===== config.mk =====
export PLATFORM = sky130hd
export DESIGN_NAME = mpuCommitTop
export DESIGN_NICKNAME = d
export VERILOG_FILES = /design/src/rtl/mpuConfigPkg.sv /design/src/rtl/mpuTypesPkg.sv /design/src/rtl/ringBufferControl.sv /design/src/rtl/issueDispatch.sv /design/src/rtl/executionLanes.sv /design/src/rtl/commitOrder.sv /design/src/rtl/mpuCommitTop.sv
export SDC_FILE = /design/constraint.sdc
export NUM_CORES = 1
export LEC_CHECK = 0
export BUFFER_PORTS_ARGS = -buffer_cell sky130_fd_sc_hd__buf_2
export CAP_MARGIN = 20
export CORE_MARGIN = 10
export CORE_UTILIZATION = 55
export DETAILED_ROUTE_END_ITERATION = 6
export GPL_TIMING_DRIVEN = 1
export PLACE_DENSITY = 0.83
export SYNTH_ARGS = -nofsm -noshare
export SYNTH_HDL_FRONTEND = slang
export SYNTH_HIERARCHICAL = 1
export SYNTH_SLANG_ARGS = --single-unit
export TNS_END_PERCENT = 1

===== constraint.sdc =====
create_clock -name clock -period 4.2 [get_ports clock]
set_input_delay 0.84 -clock clock [delete_from_list [all_inputs] [get_ports clock]]
set_output_delay 0.84 -clock clock [all_outputs]
set_load 0.005 [all_outputs]

===== src/rtl/mpuConfigPkg.sv =====
// Sizing constants for the MPU retirement path
// Issue numbers double as commit table slots, so issueNoWidth
// must stay at log2 of numEntry
// Latency field is four bits, so the longest op runs 15 cycles
package mpuConfigPkg;

	////////////////////////////////////////////////////////////
	// Commit table
	////////////////////////////////////////////////////////////
	localparam int numEntry       = 8;                        // Table depth
	localparam int issueNoWidth   = 3;                        // One issue number per slot
	localparam int occupancyWidth = $clog2(numEntry + 1);     // Count 0..numEntry

	////////////////////////////////////////////////////////////
	// Execution lanes
	////////////////////////////////////////////////////////////
	localparam int numLanes       = 4;
	localparam int laneIndexWidth = 2;

	// Operation fields
	localparam int tagWidth       = 8;
	localparam int latencyWidth   = 4;                        // Zero is run as one

	localparam int stallCountWidth = 8;                       // Saturating stall counter

endpackage


===== src/rtl/mpuTypesPkg.sv =====
// Shared types for the MPU retirement path
// Widths come from mpuConfigPkg, so both packages compile together
// and the config package goes first
package mpuTypesPkg;
	import mpuConfigPkg::*;

	////////////////////////////////////////////////////////////
	// Field types
	////////////////////////////////////////////////////////////

	// Issue number, also the commit table slot
	typedef logic [issueNoWidth-1:0]   issueNo_t;

	// Opaque tag carried from issue to commit
	typedef logic [tagWidth-1:0]       opTag_t;

	// Requested execution time in cycles
	typedef logic [latencyWidth-1:0]   latency_t;

	// Execution lane number
	typedef logic [laneIndexWidth-1:0] laneIndex_t;

	////////////////////////////////////////////////////////////
	// Lane FSM
	////////////////////////////////////////////////////////////
	typedef enum logic [1:0] {
		laneIdle = 2'b00,     // Free for a new op
		laneBusy = 2'b01,     // Counting down
		laneDone = 2'b10      // Finished and waiting for the arbiter
	} laneState_t;

endpackage


===== src/rtl/ringBufferControl.sv =====
// Pointer control for a circular table of numEntry slots
// Pointers wrap by width, so numEntry must be a power of two
// Caller must not write when full or read when empty
// Simultaneous write and read leave the occupancy unchanged
`timescale 1ns/100ps

module ringBufferControl
	import mpuConfigPkg::*;
	import mpuTypesPkg::*;
(
	input  logic     clock,
	input  logic     reset,
	input  logic     writeEnable,    // Allocate slot at writeAddr
	input  logic     readEnable,     // Release slot at readAddr
	output issueNo_t writeAddr,
	output issueNo_t readAddr,
	output logic     full,
	output logic     empty
);

	issueNo_t                  writePtr;
	issueNo_t                  readPtr;
	logic [occupancyWidth-1:0] occupancy;   // Live slots

	////////////////////////////////////////////////////////////
	// Pointers and occupancy
	////////////////////////////////////////////////////////////
	always_ff @(posedge clock) begin
		if (reset) begin
			writePtr  <= '0;
			readPtr   <= '0;
			occupancy <= '0;
		end else begin
			if (writeEnable) writePtr <= writePtr + issueNo_t'(1);   // Wraps at numEntry
			if (readEnable)  readPtr  <= readPtr + issueNo_t'(1);

			// Net change only when exactly one side moves
			if (writeEnable && !readEnable) begin
				occupancy <= occupancy + occupancyWidth'(1);
			end else if (readEnable && !writeEnable) begin
				occupancy <= occupancy - occupancyWidth'(1);
			end
		end
	end

	assign writeAddr = writePtr;
	assign readAddr  = readPtr;
	assign full      = (occupancy == occupancyWidth'(numEntry));
	assign empty     = (occupancy == '0);

	// Overflow or underflow means the user broke the handshake
	noWriteWhenFull: assert property (@(posedge clock) disable iff (reset)
		!(writeEnable && full))
		else $error("ringBufferControl write while full");

	noReadWhenEmpty: assert property (@(posedge clock) disable iff (reset)
		!(readEnable && empty))
		else $error("ringBufferControl read while empty");

endmodule


===== src/rtl/issueDispatch.sv =====
// Accepts one op per cycle and sends it to a lane and the commit table
// Issue number is the commit table write slot passed in as slotNo
// All outputs besides opReady are single-cycle pulses on acceptance
// opReady stays low for one cycle after reset
// Source must hold opValid and its fields while stalled
`timescale 1ns/100ps

module issueDispatch
	import mpuConfigPkg::*;
	import mpuTypesPkg::*;
(
	input  logic                clock,
	input  logic                reset,
	input  logic                opValid,
	input  opTag_t              opTag,
	input  latency_t            opLatency,
	output logic                opReady,
	input  logic                tableFull,
	input  issueNo_t            slotNo,
	input  logic [numLanes-1:0] laneIdle,
	output logic                issueReq,
	output issueNo_t            issueNo,
	output opTag_t              issueTag,
	output logic                startReq,
	output laneIndex_t          startLane,
	output issueNo_t            startIssueNo,
	output latency_t            startLatency
);

	laneIndex_t                 freeLane;        // Lowest idle lane
	logic                       anyIdle;
	logic                       dispatchArmed;   // Low for the first cycle out of reset
	logic                       accept;
	logic [stallCountWidth-1:0] stallCount;      // Cycles the current op has waited

	////////////////////////////////////////////////////////////
	// Lane pick
	////////////////////////////////////////////////////////////
	always_comb begin
		freeLane = '0;
		anyIdle  = 1'b0;
		for (int i = numLanes - 1; i >= 0; i--) begin   // Last hit is the lowest lane
			if (laneIdle[i]) begin
				freeLane = laneIndex_t'(i);
				anyIdle  = 1'b1;
			end
		end
	end

	always_ff @(posedge clock) begin
		if (reset) dispatchArmed <= 1'b0;
		else       dispatchArmed <= 1'b1;
	end

	assign opReady = dispatchArmed && !tableFull && anyIdle;
	assign accept  = opValid && opReady;

	// Fan out with no register stage
	assign issueReq     = accept;
	assign issueNo      = slotNo;
	assign issueTag     = opTag;
	assign startReq     = accept;
	assign startLane    = freeLane;
	assign startIssueNo = slotNo;
	assign startLatency = (opLatency == '0) ? latency_t'(1) : opLatency;   // Zero runs as one

	////////////////////////////////////////////////////////////
	// Stall tracking
	////////////////////////////////////////////////////////////
	always_ff @(posedge clock) begin
		if (reset) begin
			stallCount <= '0;
		end else if (opValid && !opReady) begin
			if (stallCount != '1) stallCount <= stallCount + stallCountWidth'(1);   // Saturate
		end else begin
			stallCount <= '0;
		end
	end

	// Stalled op must be held by the source until taken
	stallHoldsOp: assert property (@(posedge clock) disable iff (reset)
		(stallCount != '0) |-> (opValid && $stable(opTag) && $stable(opLatency)))
		else $error("issueDispatch op changed while stalled");

endmodule


===== src/rtl/executionLanes.sv =====
// Four execution lanes with one shared completion port
// A lane loaded at edge E reports done after startLatency cycles
// Fixed priority lets the lowest lane win while losers wait in laneDone
// startLatency must be nonzero as dispatch clamps zero to one
// startReq must target an idle lane
`timescale 1ns/100ps

module executionLanes
	import mpuConfigPkg::*;
	import mpuTypesPkg::*;
(
	input  logic                clock,
	input  logic                reset,
	input  logic                startReq,
	input  laneIndex_t          startLane,
	input  issueNo_t            startIssueNo,
	input  latency_t            startLatency,
	output logic [numLanes-1:0] laneIdle,
	output logic                doneReq,
	output issueNo_t            doneIssueNo
);

	laneState_t          laneState   [numLanes];
	latency_t            laneCount   [numLanes];   // Cycles left while busy
	issueNo_t            laneIssueNo [numLanes];   // Op held by the lane
	logic [numLanes-1:0] loadLane;                 // One-hot start
	logic [numLanes-1:0] grantLane;                // One-hot release
	laneIndex_t          grantIndex;

	always_comb begin
		for (int i = 0; i < numLanes; i++) begin
			loadLane[i] = startReq && (startLane == laneIndex_t'(i));
			laneIdle[i] = (laneState[i] == mpuTypesPkg::laneIdle);
		end
	end

	////////////////////////////////////////////////////////////
	// Lane FSMs
	////////////////////////////////////////////////////////////
	always_ff @(posedge clock) begin
		for (int i = 0; i < numLanes; i++) begin
			if (reset) begin
				laneState[i] <= mpuTypesPkg::laneIdle;
			end else begin
				case (laneState[i])
					mpuTypesPkg::laneIdle: begin
						if (loadLane[i]) laneState[i] <= laneBusy;
					end
					laneBusy: begin
						if (laneCount[i] <= latency_t'(1)) laneState[i] <= laneDone;   // Last cycle
					end
					laneDone: begin
						if (grantLane[i]) laneState[i] <= mpuTypesPkg::laneIdle;   // Reported
					end
					default: laneState[i] <= mpuTypesPkg::laneIdle;
				endcase
			end
		end
	end

	// Payload is only meaningful while not idle
	always_ff @(posedge clock) begin
		for (int i = 0; i < numLanes; i++) begin
			if (loadLane[i]) begin
				laneCount[i]   <= startLatency;
				laneIssueNo[i] <= startIssueNo;
			end else if (laneState[i] == laneBusy) begin
				laneCount[i]   <= laneCount[i] - latency_t'(1);
			end
		end
	end

	////////////////////////////////////////////////////////////
	// Completion arbiter
	////////////////////////////////////////////////////////////
	always_comb begin
		grantIndex = '0;
		doneReq    = 1'b0;
		for (int i = numLanes - 1; i >= 0; i--) begin   // Lowest done lane ends up granted
			if (laneState[i] == laneDone) begin
				grantIndex = laneIndex_t'(i);
				doneReq    = 1'b1;
			end
		end
		for (int i = 0; i < numLanes; i++) begin
			grantLane[i] = doneReq && (grantIndex == laneIndex_t'(i));
		end
	end

	assign doneIssueNo = laneIssueNo[grantIndex];

	// Dispatch picks from laneIdle, so a start on a busy lane is a wiring fault
	startOnIdleLane: assert property (@(posedge clock) disable iff (reset)
		startReq |-> laneIdle[startLane])
		else $error("executionLanes start on busy lane %0d", startLane);

endmodule


===== src/rtl/commitOrder.sv =====
// In-order commit table for out-of-order completions
// Slot number equals issue number
// Issue must not arrive when the table is full
// Retires at most one op per cycle through a registered output
// Output has no back-pressure
`timescale 1ns/100ps

module commitOrder
	import mpuConfigPkg::*;
	import mpuTypesPkg::*;
(
	input  logic     clock,
	input  logic     reset,
	input  logic     issueReq,
	input  issueNo_t issueNo,
	input  opTag_t   issueTag,
	input  logic     doneReq,
	input  issueNo_t doneIssueNo,
	output issueNo_t slotNo,          // Next issue number
	output logic     tableFull,
	output logic     commitValid,
	output issueNo_t commitIssueNo,
	output opTag_t   commitTag
);

	logic [numEntry-1:0] entryValid;            // Slot holds an op in flight
	logic [numEntry-1:0] entryDone;             // Lane has reported it
	opTag_t              entryTag [numEntry];
	issueNo_t            headSlot;              // Oldest op
	logic                headEmpty;
	logic                retire;

	////////////////////////////////////////////////////////////
	// Slot pointers
	////////////////////////////////////////////////////////////
	ringBufferControl commitPtr (
		.clock       (clock),
		.reset       (reset),
		.writeEnable (issueReq),
		.readEnable  (retire),
		.writeAddr   (slotNo),
		.readAddr    (headSlot),
		.full        (tableFull),
		.empty       (headEmpty)
	);

	// Head leaves once its lane has finished
	assign retire = !headEmpty && entryValid[headSlot] && entryDone[headSlot];

	////////////////////////////////////////////////////////////
	// Entry flags
	////////////////////////////////////////////////////////////
	always_ff @(posedge clock) begin
		if (reset) begin
			entryValid <= '0;
			entryDone  <= '0;
		end else begin
			if (doneReq) entryDone[doneIssueNo] <= 1'b1;
			if (retire)  entryValid[headSlot]   <= 1'b0;
			if (issueReq) begin                  // Never the head slot while the table has room
				entryValid[issueNo] <= 1'b1;
				entryDone[issueNo]  <= 1'b0;
			end
		end
	end

	always_ff @(posedge clock) begin
		if (issueReq) entryTag[issueNo] <= issueTag;
	end

	////////////////////////////////////////////////////////////
	// Commit output
	////////////////////////////////////////////////////////////
	always_ff @(posedge clock) begin
		if (reset) commitValid <= 1'b0;
		else       commitValid <= retire;
	end

	always_ff @(posedge clock) begin
		if (retire) begin
			commitIssueNo <= headSlot;
			commitTag     <= entryTag[headSlot];
		end
	end

	// Lanes may only report ops that are still pending
	doneOnValidEntry: assert property (@(posedge clock) disable iff (reset)
		doneReq |-> entryValid[doneIssueNo])
		else $error("commitOrder completion for empty slot %0d", doneIssueNo);

	doneOnlyOnce: assert property (@(posedge clock) disable iff (reset)
		doneReq |-> !entryDone[doneIssueNo])
		else $error("commitOrder second completion for slot %0d", doneIssueNo);

endmodule


===== src/rtl/mpuCommitTop.sv =====
// Retirement subsystem top with dispatch, lanes and commit table
// Op input uses valid/ready and commit output is a pulse without back-pressure
// Without contention commit follows acceptance by latency plus 2 cycles
`timescale 1ns/100ps

module mpuCommitTop
	import mpuConfigPkg::*;
	import mpuTypesPkg::*;
(
	input  logic     clock,
	input  logic     reset,
	input  logic     opValid,
	input  opTag_t   opTag,
	input  latency_t opLatency,
	output logic     opReady,
	output logic     commitValid,
	output issueNo_t commitIssueNo,
	output opTag_t   commitTag
);

	// Dispatch to table
	logic                issueReq;
	issueNo_t            issueNo;
	opTag_t              issueTag;
	issueNo_t            slotNo;
	logic                tableFull;

	// Dispatch to lanes
	logic                startReq;
	laneIndex_t          startLane;
	issueNo_t            startIssueNo;
	latency_t            startLatency;
	logic [numLanes-1:0] laneIdle;

	// Lanes to table
	logic                doneReq;
	issueNo_t            doneIssueNo;

	issueDispatch dispatch (
		.clock, .reset, .opValid, .opTag, .opLatency, .opReady,
		.tableFull, .slotNo, .laneIdle,
		.issueReq, .issueNo, .issueTag,
		.startReq, .startLane, .startIssueNo, .startLatency
	);

	executionLanes lanes (
		.clock, .reset,
		.startReq, .startLane, .startIssueNo, .startLatency,
		.laneIdle, .doneReq, .doneIssueNo
	);

	commitOrder commit (
		.clock, .reset,
		.issueReq, .issueNo, .issueTag,
		.doneReq, .doneIssueNo,
		.slotNo, .tableFull,
		.commitValid, .commitIssueNo, .commitTag
	);

endmodule


* After elaboration in Yosys (flattened, before gate mapping)
Memories as Yosys holds them, arrays and structs flattened. A register that Yosys moved wholly into a read port is not among the register bits. Index checks and enable logic that the tools add are counted.
Operators by class: $add $sub $neg 8, muxes and demuxes 145, reductions and logical operators 38, bitwise logic cells 26, magnitude comparators 10, eq/ne operators 15
Operator list (number):
- $mux W1 | 97
- $mux W2 | 27
- $mux W8 | 6
- $mux W4 | 7
- $reduce_or A3 Y1 | 7
- $or A1 B1 Y1 | 20
- $sub A4 B1 Y4 const B | 5
- $logic_and A1 B1 Y1 | 18
- $and A8 B8 Y8 | 2
- $eq A2 B2 Y1 const B | 8
- $le A4 B1 Y1 const B | 4
- $not A8 Y8 | 2
- $or A8 B8 Y8 | 2
- $eq A2 B1 Y1 const B | 6
- $logic_not A2 Y1 | 6
- $lt A3 B4 Y1 const B | 3
- $demux W1 S3 | 3
- $ge A3 B1 Y1 const B | 3
- $mux W3 | 3
- $logic_not A4 Y1 | 2
- $add A3 B1 Y3 const B | 2
- $bmux W1 S3 | 2
- $add A4 B1 Y4 const B | 1
- $eq A4 B4 Y1 const B | 1
- other kinds (2) | 5
Word-level totals: bits in writable memories 100, memories 4, register bits after elaboration 31, output and inout port bits 13
Memory list:
- commit.entryTag | depth 8, bits a word 8, read ports 1, clocked after Yosys merged registers in 1, wr ports 1, RTL line commitOrder.sv:28 | opTag_t entryTag [numEntry];
- lanes.laneCount | depth 4, bits a word 4, read ports 4, clocked after Yosys merged registers in 0, wr ports 4, RTL line executionLanes.sv:24 | latency_t laneCount [numLanes];
- lanes.laneIssueNo | depth 4, bits a word 3, read ports 1, clocked after Yosys merged registers in 0, wr ports 1, RTL line executionLanes.sv:25 | issueNo_t laneIssueNo [numLanes];
- lanes.laneState | depth 4, bits a word 2, read ports 4, clocked after Yosys merged registers in 0, wr ports 4, RTL line executionLanes.sv:23 | laneState_t laneState [numLanes];

* Depth between registers and ports, before layout
Gate-level depths: netlist of the first run.
depth in word-level cells 16, depth in mapped cells 14, gate-level depth less buffers 12

* Hierarchy
The synthesis of the first run kept the hierarchy.
By module, submodules not included:
- commitOrder | seq. area each 2592.5 um2, area an instance 3696.0 um2, cells each 250, instances 1
- executionLanes | seq. area each 1081.0 um2, area an instance 2014.4 um2, cells each 163, instances 1
- ringBufferControl | seq. area each 200.2 um2, area an instance 494.2 um2, cells each 52, instances 1
- issueDispatch | seq. area each 20.0 um2, area an instance 212.7 um2, cells each 30, instances 1

* Least setup slack after synthesis of the first run
No wires, ideal clock.
path kind flip-flop to flip-flop, start point register commit.commitPtr.readPtr[2] (netlist: commit/commitPtr/readAddr[2]), end point register commit.commitPtr.occupancy[3], buffers on the path 2, arrival 3806 ps, cell stages (with the launch flop) 15, period minus slack after synthesis 3929 ps, setup slack 271 ps, cell sequence dfxtp_1 -> buf_4 -> buf_4 -> o31ai_1 -> a21oi_1 -> nor2_1 -> nor3b_1 -> inv_1 -> ha_1 -> inv_1 -> ha_1 -> a21oi_1 -> a211oi_1 -> a31oi_1 -> mux2_1
On the way: word-level cells in the longest chain between the ends 7, elaborated cells on any way between the ends 11
Ends and longest elaborated chain:
- from (decl) | RTL line ringBufferControl.sv:22 | issueNo_t readPtr;
- from (signal assigned) | RTL line ringBufferControl.sv:35 | if (readEnable) readPtr <= readPtr + issueNo_t'(1);
- $bmux W1 S3 | RTL line commitOrder.sv:48 | assign retire = !headEmpty && entryValid[headSlot] && entryDone[headSlot];
- $mux W1 (not written as such) | RTL line commitOrder.sv:48
- $logic_and A1 B1 Y1 | RTL line commitOrder.sv:48
- $logic_and A1 B1 Y1 * | RTL line commitOrder.sv:48
- named net commit.retire | RTL line commitOrder.sv:31 | logic retire;
- $logic_not A1 Y1 | RTL line ringBufferControl.sv:38 | if (writeEnable && !readEnable) begin
- $logic_and A1 B1 Y1 | RTL line ringBufferControl.sv:38
- $mux W4 / $reduce_bool A2 Y1 (equally long branches)
- to (signal assigned) | RTL line ringBufferControl.sv:39 | occupancy <= occupancy + occupancyWidth'(1);
- to (signal assigned) | RTL line ringBufferControl.sv:41 | occupancy <= occupancy - occupancyWidth'(1);
- to (decl) | RTL line ringBufferControl.sv:23 | logic [occupancyWidth-1:0] occupancy;
Mark *: on every way through the listed nets, which the timed path passes. The rest lies on a longest branch. The select of a mux whose other input is x is not followed. A chain may end at the register's enable or synchronous reset.

* Worst setup path in the final report of the first run
Same ends and word-level chain as after synthesis.

==> summary.md, run 1 <==
| Metric | Value |
|---|---|
| Status | `finished clean` |
| Die Footprint | `~0.016 mm2` |
| Io pins | `28` |
| Post-route core utilization | `about 63%` |
| Main combinational cell family by area after synthesis | `simple AND/OR/NAND/NOR gates` |
| Crit path buffers/inverters | `2` |
| Req. time, crit path | `~4500 ps` |
| Vias in the first global route | `4,020` |
| Cts hold-fix bufs | `0` |
| I/O Buffers | `27` |
| Total track usage | `between 15 and 20%` |
| Compound-Gate Fraction of Synth Area | `under 10%` |
| Cell family contributing the most delay on the critical path | `compound AO/OA/AOI/OAI gates` |
| Critical path peak fanout | `19` |
| Post-CTS Resized | `0` |
| Worst hold start | `commit/entryValid[6]` |
| Crit path kind | `reg2reg` |
| DRT Pass-1 Iters | `5` |
| Via count | `4,039` |
| WL per Instance | `18.9 um` |
| TritonCTS Sinks | `~140` |
| Layout cells sized above 1 | `roughly 21%` |
| Critical path launch point type | `flop` |
| Share of the synthesized area in the top cell type | `about half` |
| Cells after synthesis | `495` |
| Clock Path Buffers | `2` |
| CTS Buf Count | `17` |
| CP cell instances | `nand2b_1 > o22ai_2 > a211oi_4 > nor3b_2 > inv_1 > ha_1 > inv_1 > ha_1 > a21oi_1 > a211oi_1 > a31oi_1 > mux2_1` |
| Distinct cells, synth | `67` |
| HPWL Detailed | `about 8.5 mm` |
| Yosys reg bits | `~140` |
| Die Height | `roughly 130 um` |
| Slowest stage delay, CP | `between 800 and 900 ps` |
| Gp weighted congestion | `~0.85` |
| Nets@finish | `between 500 and 600` |
| Slew @ Worst Pin | `838 ps` |
| Rel. slew slack | `44.1%` |
| Seq/Total Area, Yosys | `approximately 60%` |
| Final setup violation count | `0` |
| Final Hold Fails | `0` |
| Simple-gate share of the synthesized area | `a little over an eighth` |
| LEAKAGE | `about 2.6 nW` |
| Syn Area/Cell | `roughly 13 um2` |
| CP Data Arrival Time | `slightly below 4000 ps` |
| Routed Antenna Nets | `0` |
| Top_reg_cell synth | `edfxtp_1` |
| Initial antenna violation count | `0` |
| Worst-Skew Late Latency | `420 ps` |
| Post-synthesis adder-cell area fraction | `approximately 2.8%` |
| Root buffer cell | `clkbuf_16` |
| Top cells by area, synth | `edfxtp_1, dfxtp_1, mux2i_1` |
| Reg2Reg Setup Slack | `about 640 ps` |
| Routed wire length | `between 10 and 15 mm` |
| Ys Warns | `6` |
| Total number of H-tree levels | `4` |
| Peak VDD IR | `~0.44 mV` |
| Worst R2R Start | `commit/commitPtr/readAddr[2]` |
| Antenna fix cells | `0` |
| Layout Skew | `approximately 8 ps` |
| Critical R2R Capture | `commit/commitPtr/occupancy[3]` |
| Slowest-stage cell, CP | `dfxtp_1` |
| Pin count of the biggest net entering global routing | `between 40 and 50` |
| Min cycle time layout | `between 3000 and 4000 ps` |
| CTS tree | `built` |
| Final Cycle Share | `between 80 and 90%` |
| First-pass GRT wire length | `20.7 mm` |
| Top cells by count, synth | `edfxtp_1, nor2_1, dfxtp_1` |
| 1st-iter DRT viols | `336` |
| Pwr dens | `about 470 mW/mm2` |
| Initial Util | `between 50% and 60%` |
| Die span in x | `128 um` |
| # Post-CTS Setup Buffers | `0` |
| Core area | `roughly 0.011 mm2` |
| CP Capture Type | `flop` |
| Most numerous cell in the Yosys netlist | `edfxtp_1` |
| Grt ovf | `0` |
| Syn_nets | `524` |
| Largest area contributor in the netlist | `edfxtp_1` |
| Slew Limit Fails | `0` |
| R2R depth | `12` |
| Asr flop ratio synth | `0%` |
| F_max | `~280 MHz` |
| DRC | `0` |
| Clock Pin Slew Worst Setup and Hold Paths | `around 60 ps` |
| Layout area overhead | `12.2%` |
| WHS Path Cells | `2` |
| XOR/XNOR share of the synthesized area | `between 1.5 and 2%` |
| Post-synth EDFFs | `111` |
| Rows | `39` |
| Max-cap viol count | `0` |
| Via density | `5.99` |
| Synth Cell Area | `0.00642 mm2` |
| Hold crit path type | `reg2reg` |
| Unrepaired setup endpoints after global routing | `no` |
| Post-synthesis mux area share | `8.33%` |
| Fin Setup TNS | `0 ps` |
| Hold Path Sink | `commit/entryValid[6]` |
through the flow:
step | hold WS (ps) | std cells | cell area (um2) | power [mW] | setup slack, ps
after floorplan | 464 | 495 | 6420 | 1.87 | 271
after global placement | 492 | 642 | 6600 | 1.92 | 856
after detailed placement | 498 | 642 | 6600 | 1.94 | 730
after CTS | 506 | 674 | 7200 | 3.44 | 679
after global routing | 528 | 674 | 7200 | 3.54 | 445
final | 504 | 674 | 7200 | 3.42 | 644
power breakdown:
part	internal [mW]	switching, mW
Sequential	1.55	0.0500
Combinational	0.129	0.186
Clock	0.935	0.565
Total	2.62	0.801
cell families after synthesis:
group,Yosys count
flip-flops,139
adder cells (fa/ha/maj),14
multiplexers,48
buffers and inverters,57
AO/OA/AOI/OAI,70
AND/OR/NAND/NOR,153
XOR/XNOR,14
cell type report:
cell class | instances | area, um2
Timing Repair Buffer | 40 | 233
Tap cell | 143 | 179
Sequential cell | 139 | 3890
Multi-Input combinational cell | 299 | 2220
Clock inverter | 14 | 171
Clock buffer | 18 | 429
Fill cell | 847 | 4220
Inverter | 21 | 78.8
worst register-to-register path, delay by kind of cell (launching register included):
family | cells | cell delay [ps]
compound gates | 5 | 1010
flops | 1 | 830
simple gates | 2 | 530
fa+ha+maj | 2 | 500
mux | 1 | 330
buf+inv | 2 | 230
worst max path at each step:
| stage | end | cells after the start | from |
|---|---|---|---|
| floorplan | commit/commitPtr/occupancy[3] | 14 | commit/commitPtr/readAddr[2] |
| global placement | commit/commitPtr/occupancy[3] | 12 | commit/commitPtr/readAddr[2] |
| detailed placement | commit/commitPtr/occupancy[3] | 12 | commit/commitPtr/readAddr[2] |
| CTS | commit/commitPtr/occupancy[3] | 12 | commit/commitPtr/readAddr[2] |
| global route | commit/commitPtr/occupancy[3] | 12 | commit/commitPtr/readAddr[2] |
| finish | commit/commitPtr/occupancy[3] | 12 | commit/commitPtr/readAddr[2] |
sequential cells by signal (all words and copies together) (netlist names):
name                        cells
dispatch/dispatchArmed          1
commit/entryDone                8
lanes/laneIssueNo              12
lanes/laneCount                16
commit/commitPtr/occupancy      4
commit/commitValid              1
commit/commitIssueNo            3
commit/entryTag                64
commit/commitTag                8
lanes/laneState                 8
commit/commitPtr/writeAddr      3
commit/commitPtr/readAddr       3
commit/entryValid               8
placed cells by master (no fill, tap or decap), types with 3 or more instances in the layout:
cell	instances
a21oi_1	10
a22o_1	3
a22oi_1	4
a311oi_1	7
a31oi_1	13
and3b_1	3
and3b_2	3
buf_2	27
buf_4	13
bufinv_16	3
clkbuf_16	17
clkinv_2	3
clkinv_4	3
clkinvlp_4	3
dfxtp_1	28
edfxtp_1	111
ha_1	13
inv_1	20
mux2_2	18
mux2i_1	26
nand2_1	19
nand2b_1	14
nand3_1	5
nand4_1	4
nor2_1	48
nor2b_1	8
nor3_1	23
nor4_1	5
nor4b_1	3
o211ai_1	6
o21ai_0	4
o22ai_1	3
xnor2_1	3
xor2_1	11
routing by layer:
metal  GRT usage [%]  vias to the layer above  wire, um
li1                -                     1896         -
met2            26.3                      131      6370
met3            4.38                       17       812
met5               0                        -         0
met1            19.8                     1995      5390
met4            6.75                        0       160
No activity file was read; power rests on OpenSTA's default activity.
==> run 2, diff against run 1 <==
--- a/config.mk
+++ b/config.mk
@@ -8,10 +8,10 @@
 export BUFFER_PORTS_ARGS = -buffer_cell sky130_fd_sc_hd__buf_2
 export CAP_MARGIN = 20
 export CORE_MARGIN = 10
-export CORE_UTILIZATION = 55
+export CORE_UTILIZATION = 61
 export DETAILED_ROUTE_END_ITERATION = 6
 export GPL_TIMING_DRIVEN = 1
-export PLACE_DENSITY = 0.83
+export PLACE_DENSITY = 0.87
 export SYNTH_ARGS = -nofsm -noshare
 export SYNTH_HDL_FRONTEND = slang
 export SYNTH_HIERARCHICAL = 1
==> constraint.sdc (replaced) <==
create_clock -name clock -period 3.4 [get_ports clock]
set_input_delay 0.68 -clock clock [delete_from_list [all_inputs] [get_ports clock]]
set_output_delay 0.68 -clock clock [all_outputs]
set_load 0.005 [all_outputs]
==> summary.md, run 2 (same netlist as run 1, synthesis figures left out) <==
| Metric | Value |
|---|---|
| Antenna fix cells | `0 (unchanged)` |
| CP Data Arrival Time | `3470 ps (was 3860 ps)` |
| WL per Instance | `20.2 um (was 18.9 um)` |
| First-pass GRT wire length | `21.6 mm (was 20.7 mm)` |
| Slew @ Worst Pin | `838 ps (about the same)` |
| Worst-Skew Late Latency | `510 ps (was 420 ps)` |
| Clock Path Buffers | `2 (unchanged)` |
| Req. time, crit path | `3790 ps (was 4500 ps)` |
| Max-cap viol count | `0 (unchanged)` |
| Critical path peak fanout | `10 (was 19)` |
| Peak VDD IR | `0.408 mV (was 0.437 mV)` |
| Core area | `0.0103 mm2 (was 0.0114 mm2)` |
| Status | `finished clean (unchanged)` |
| Inst Count DP | `641 (was 642)` |
| Critical path launch point type | `flop (unchanged)` |
| Pwr dens | `595 mW/mm2 (was 475 mW/mm2)` |
| Initial antenna violation count | `0 (unchanged)` |
| LEAKAGE | `2.66 nW (was 2.61 nW)` |
| Via density | `6.10 (was 5.99)` |
| Slowest-stage cell, CP | `dfxtp_1 (unchanged)` |
| Number of flip-flops in the largest register | `64 (unchanged)` |
| # Post-CTS Setup Buffers | `0 (unchanged)` |
| Fillers | `653 (was 847)` |
| Fin Setup TNS | `0 ps (unchanged)` |
| Via count | `4,102 (was 4,039)` |
| Routed wire length | `13.5 mm (was 12.7 mm)` |
| CP cell instances | `nand2b_1 > o22ai_2 > a211oi_4 > nor3b_2 > inv_1 > ha_1 > inv_1 > ha_1 > a21oi_1 > a211oi_1 > a31oi_1 > mux2_1 (unchanged)` |
| Crit path kind | `reg2reg (unchanged)` |
| Initial Util | `62.4% (was 56.2%)` |
| I/O Buffers | `27 (unchanged)` |
| Rel. slew slack | `44.1% (about the same)` |
| Final setup violation count | `0 (unchanged)` |
| Most frequent cells in the layout | `edfxtp_1, nor2_1, buf_2 (was edfxtp_1, nor2_1, dfxtp_1)` |
| Nets@finish | `553 (was 547)` |
| Io pins | `28 (unchanged)` |
| Fin cells | `672 (was 674)` |
| Commonest non-fill, non-tap cell in the layout | `edfxtp_1 (unchanged)` |
| Layout Skew | `9.41 ps (was 8.19 ps)` |
| Final Cycle Share | `90.4% (was 84.7%)` |
| F_max | `325 MHz (was 281 MHz)` |
| Vias in the first global route | `4,194 (was 4,020)` |
| Gp weighted congestion | `0.936 (was 0.852)` |
| Clock Pin Slew Worst Setup and Hold Paths | `70 ps (was 60 ps)` |
| DRT Pass-1 Iters | `5 (unchanged)` |
| Die Footprint | `0.0150 mm2 (was 0.0164 mm2)` |
| Final worst-path setup slack | `326 ps (was 644 ps)` |
| Hold crit path type | `in2reg (was reg2reg)` |
| Cts hold-fix bufs | `0 (unchanged)` |
| Pre-CTS setup slack | `220 ps (was 730 ps)` |
| Total number of H-tree levels | `4 (unchanged)` |
| Pin count of the biggest net entering global routing | `41 (unchanged)` |
| CP Capture Type | `flop (unchanged)` |
| Layout area overhead | `13.1% (was 12.2%)` |
| Min cycle time layout | `3070 ps (was 3560 ps)` |
| Rows | `37 (was 39)` |
| Unrepaired setup endpoints after global routing | `no (unchanged)` |
| Die Height | `123 um (was 128 um)` |
| Routed Antenna Nets | `0 (unchanged)` |
| Root buffer cell | `clkbuf_8 (was clkbuf_16)` |
| Slew Limit Fails | `0 (unchanged)` |
| Die span in x | `123 um (was 128 um)` |
| WHS | `446 ps (was 504 ps)` |
| Post-route core utilization | `70.6% (was 63.1%)` |
| Slowest stage delay, CP | `520 ps (was 830 ps)` |
| CTS tree | `built (unchanged)` |
| CTS Buf Count | `17 (unchanged)` |
| Final Hold Fails | `0 (unchanged)` |
| TritonCTS Sinks | `139 (unchanged)` |
| HPWL Detailed | `8.55 mm (was 8.47 mm)` |
| 1st-iter DRT viols | `526 (was 336)` |
| Total track usage | `18.5% (was 16.1%)` |
| Largest Register | `commit/entryTag (unchanged)` |
| DRC | `0 (unchanged)` |
| Grt ovf | `0 (unchanged)` |
| Layout cells sized above 1 | `22.0% (was 20.7%)` |
| Biggest regs | `commit/entryTag: 64 flops, lanes/laneCount: 16 flops, lanes/laneIssueNo: 12 flops (unchanged)` |
[run 2: changes by cell type in the layout (fill, tap and decap cells not counted)]
| cell | change |
|---|---|
| inv_6 | +4 |
| inv_8 | +1 |
| clkbuf_16 | -1 |
| clkbuf_8 | +1 |
| clkinvlp_4 | -2 |
| dfxtp_2 | +2 |
| clkinv_2 | -2 |
| dfxtp_1 | -2 |
| clkinv_4 | -2 |
| clkbuf_1 | -1 |
| buf_4 | +6 |
| bufinv_16 | +1 |
[run 2: area by class of cell]
cell class	count	area, um2	share of cell area, %
repair buffers	46	278	3.83
clock buffers	17	414	5.70
multi-input cells	299	2220	30.5
clock inverters	14	205	2.83
well taps	136	170	2.34
flip-flops and latches	139	3900	53.7
inverters	21	78.8	1.09
[run 2: routing by layer]
layer	share of wire [%]	track usage, %	vias to the layer above	routed length [um]
met4	1.3	4.71	0	180
met2	52	32.4	141	7090
met1	40	22.6	2035	5480
li1	-	-	1901	-
met5	0	0	-	0
met3	5.9	4.13	25	797
[run 2: worst max-delay path: cells and delay by family, from the launching register on]
family          cells  cell delay [ps]
compound gates      5              970
flops               1              520
simple gates        2              470
fa+ha+maj           2              470
mux                 1              330
buf+inv             2              200
[run 2: where the power goes]
part	total (mW)	internal (mW)	switching, mW
sequential	1.98	1.92	0.0642
clock	1.93	1.21	0.728
combinational	0.401	0.163	0.238
total	4.32	3.29	1.03
[run 2: final timing paths]
check,slack [ps],from,cells past startpoint,end
min,450,opTag[3],1,commit/entryTag[0][3]
min reg2reg,510,commit/entryValid[4],2,commit/entryValid[4]
max,330,commit/commitPtr/readAddr[2],12,commit/commitPtr/occupancy[3]
max reg2reg,330,commit/commitPtr/readAddr[2],12,commit/commitPtr/occupancy[3]
[run 2: per-stage QoR]
stage	total power, mW	area (um2)
floorplan	2.31	6420
global placement	2.37	6640
detailed placement	2.40	6640
CTS	4.32	7260
global route	4.46	7260
finish	4.32	7260
[run 2: repair_timing]
item | in CTS | in global routing
setup endpoints to repair | 0 | 1
resized for setup | 0 | 2
endpoints found under the hold margin | 0 | 0
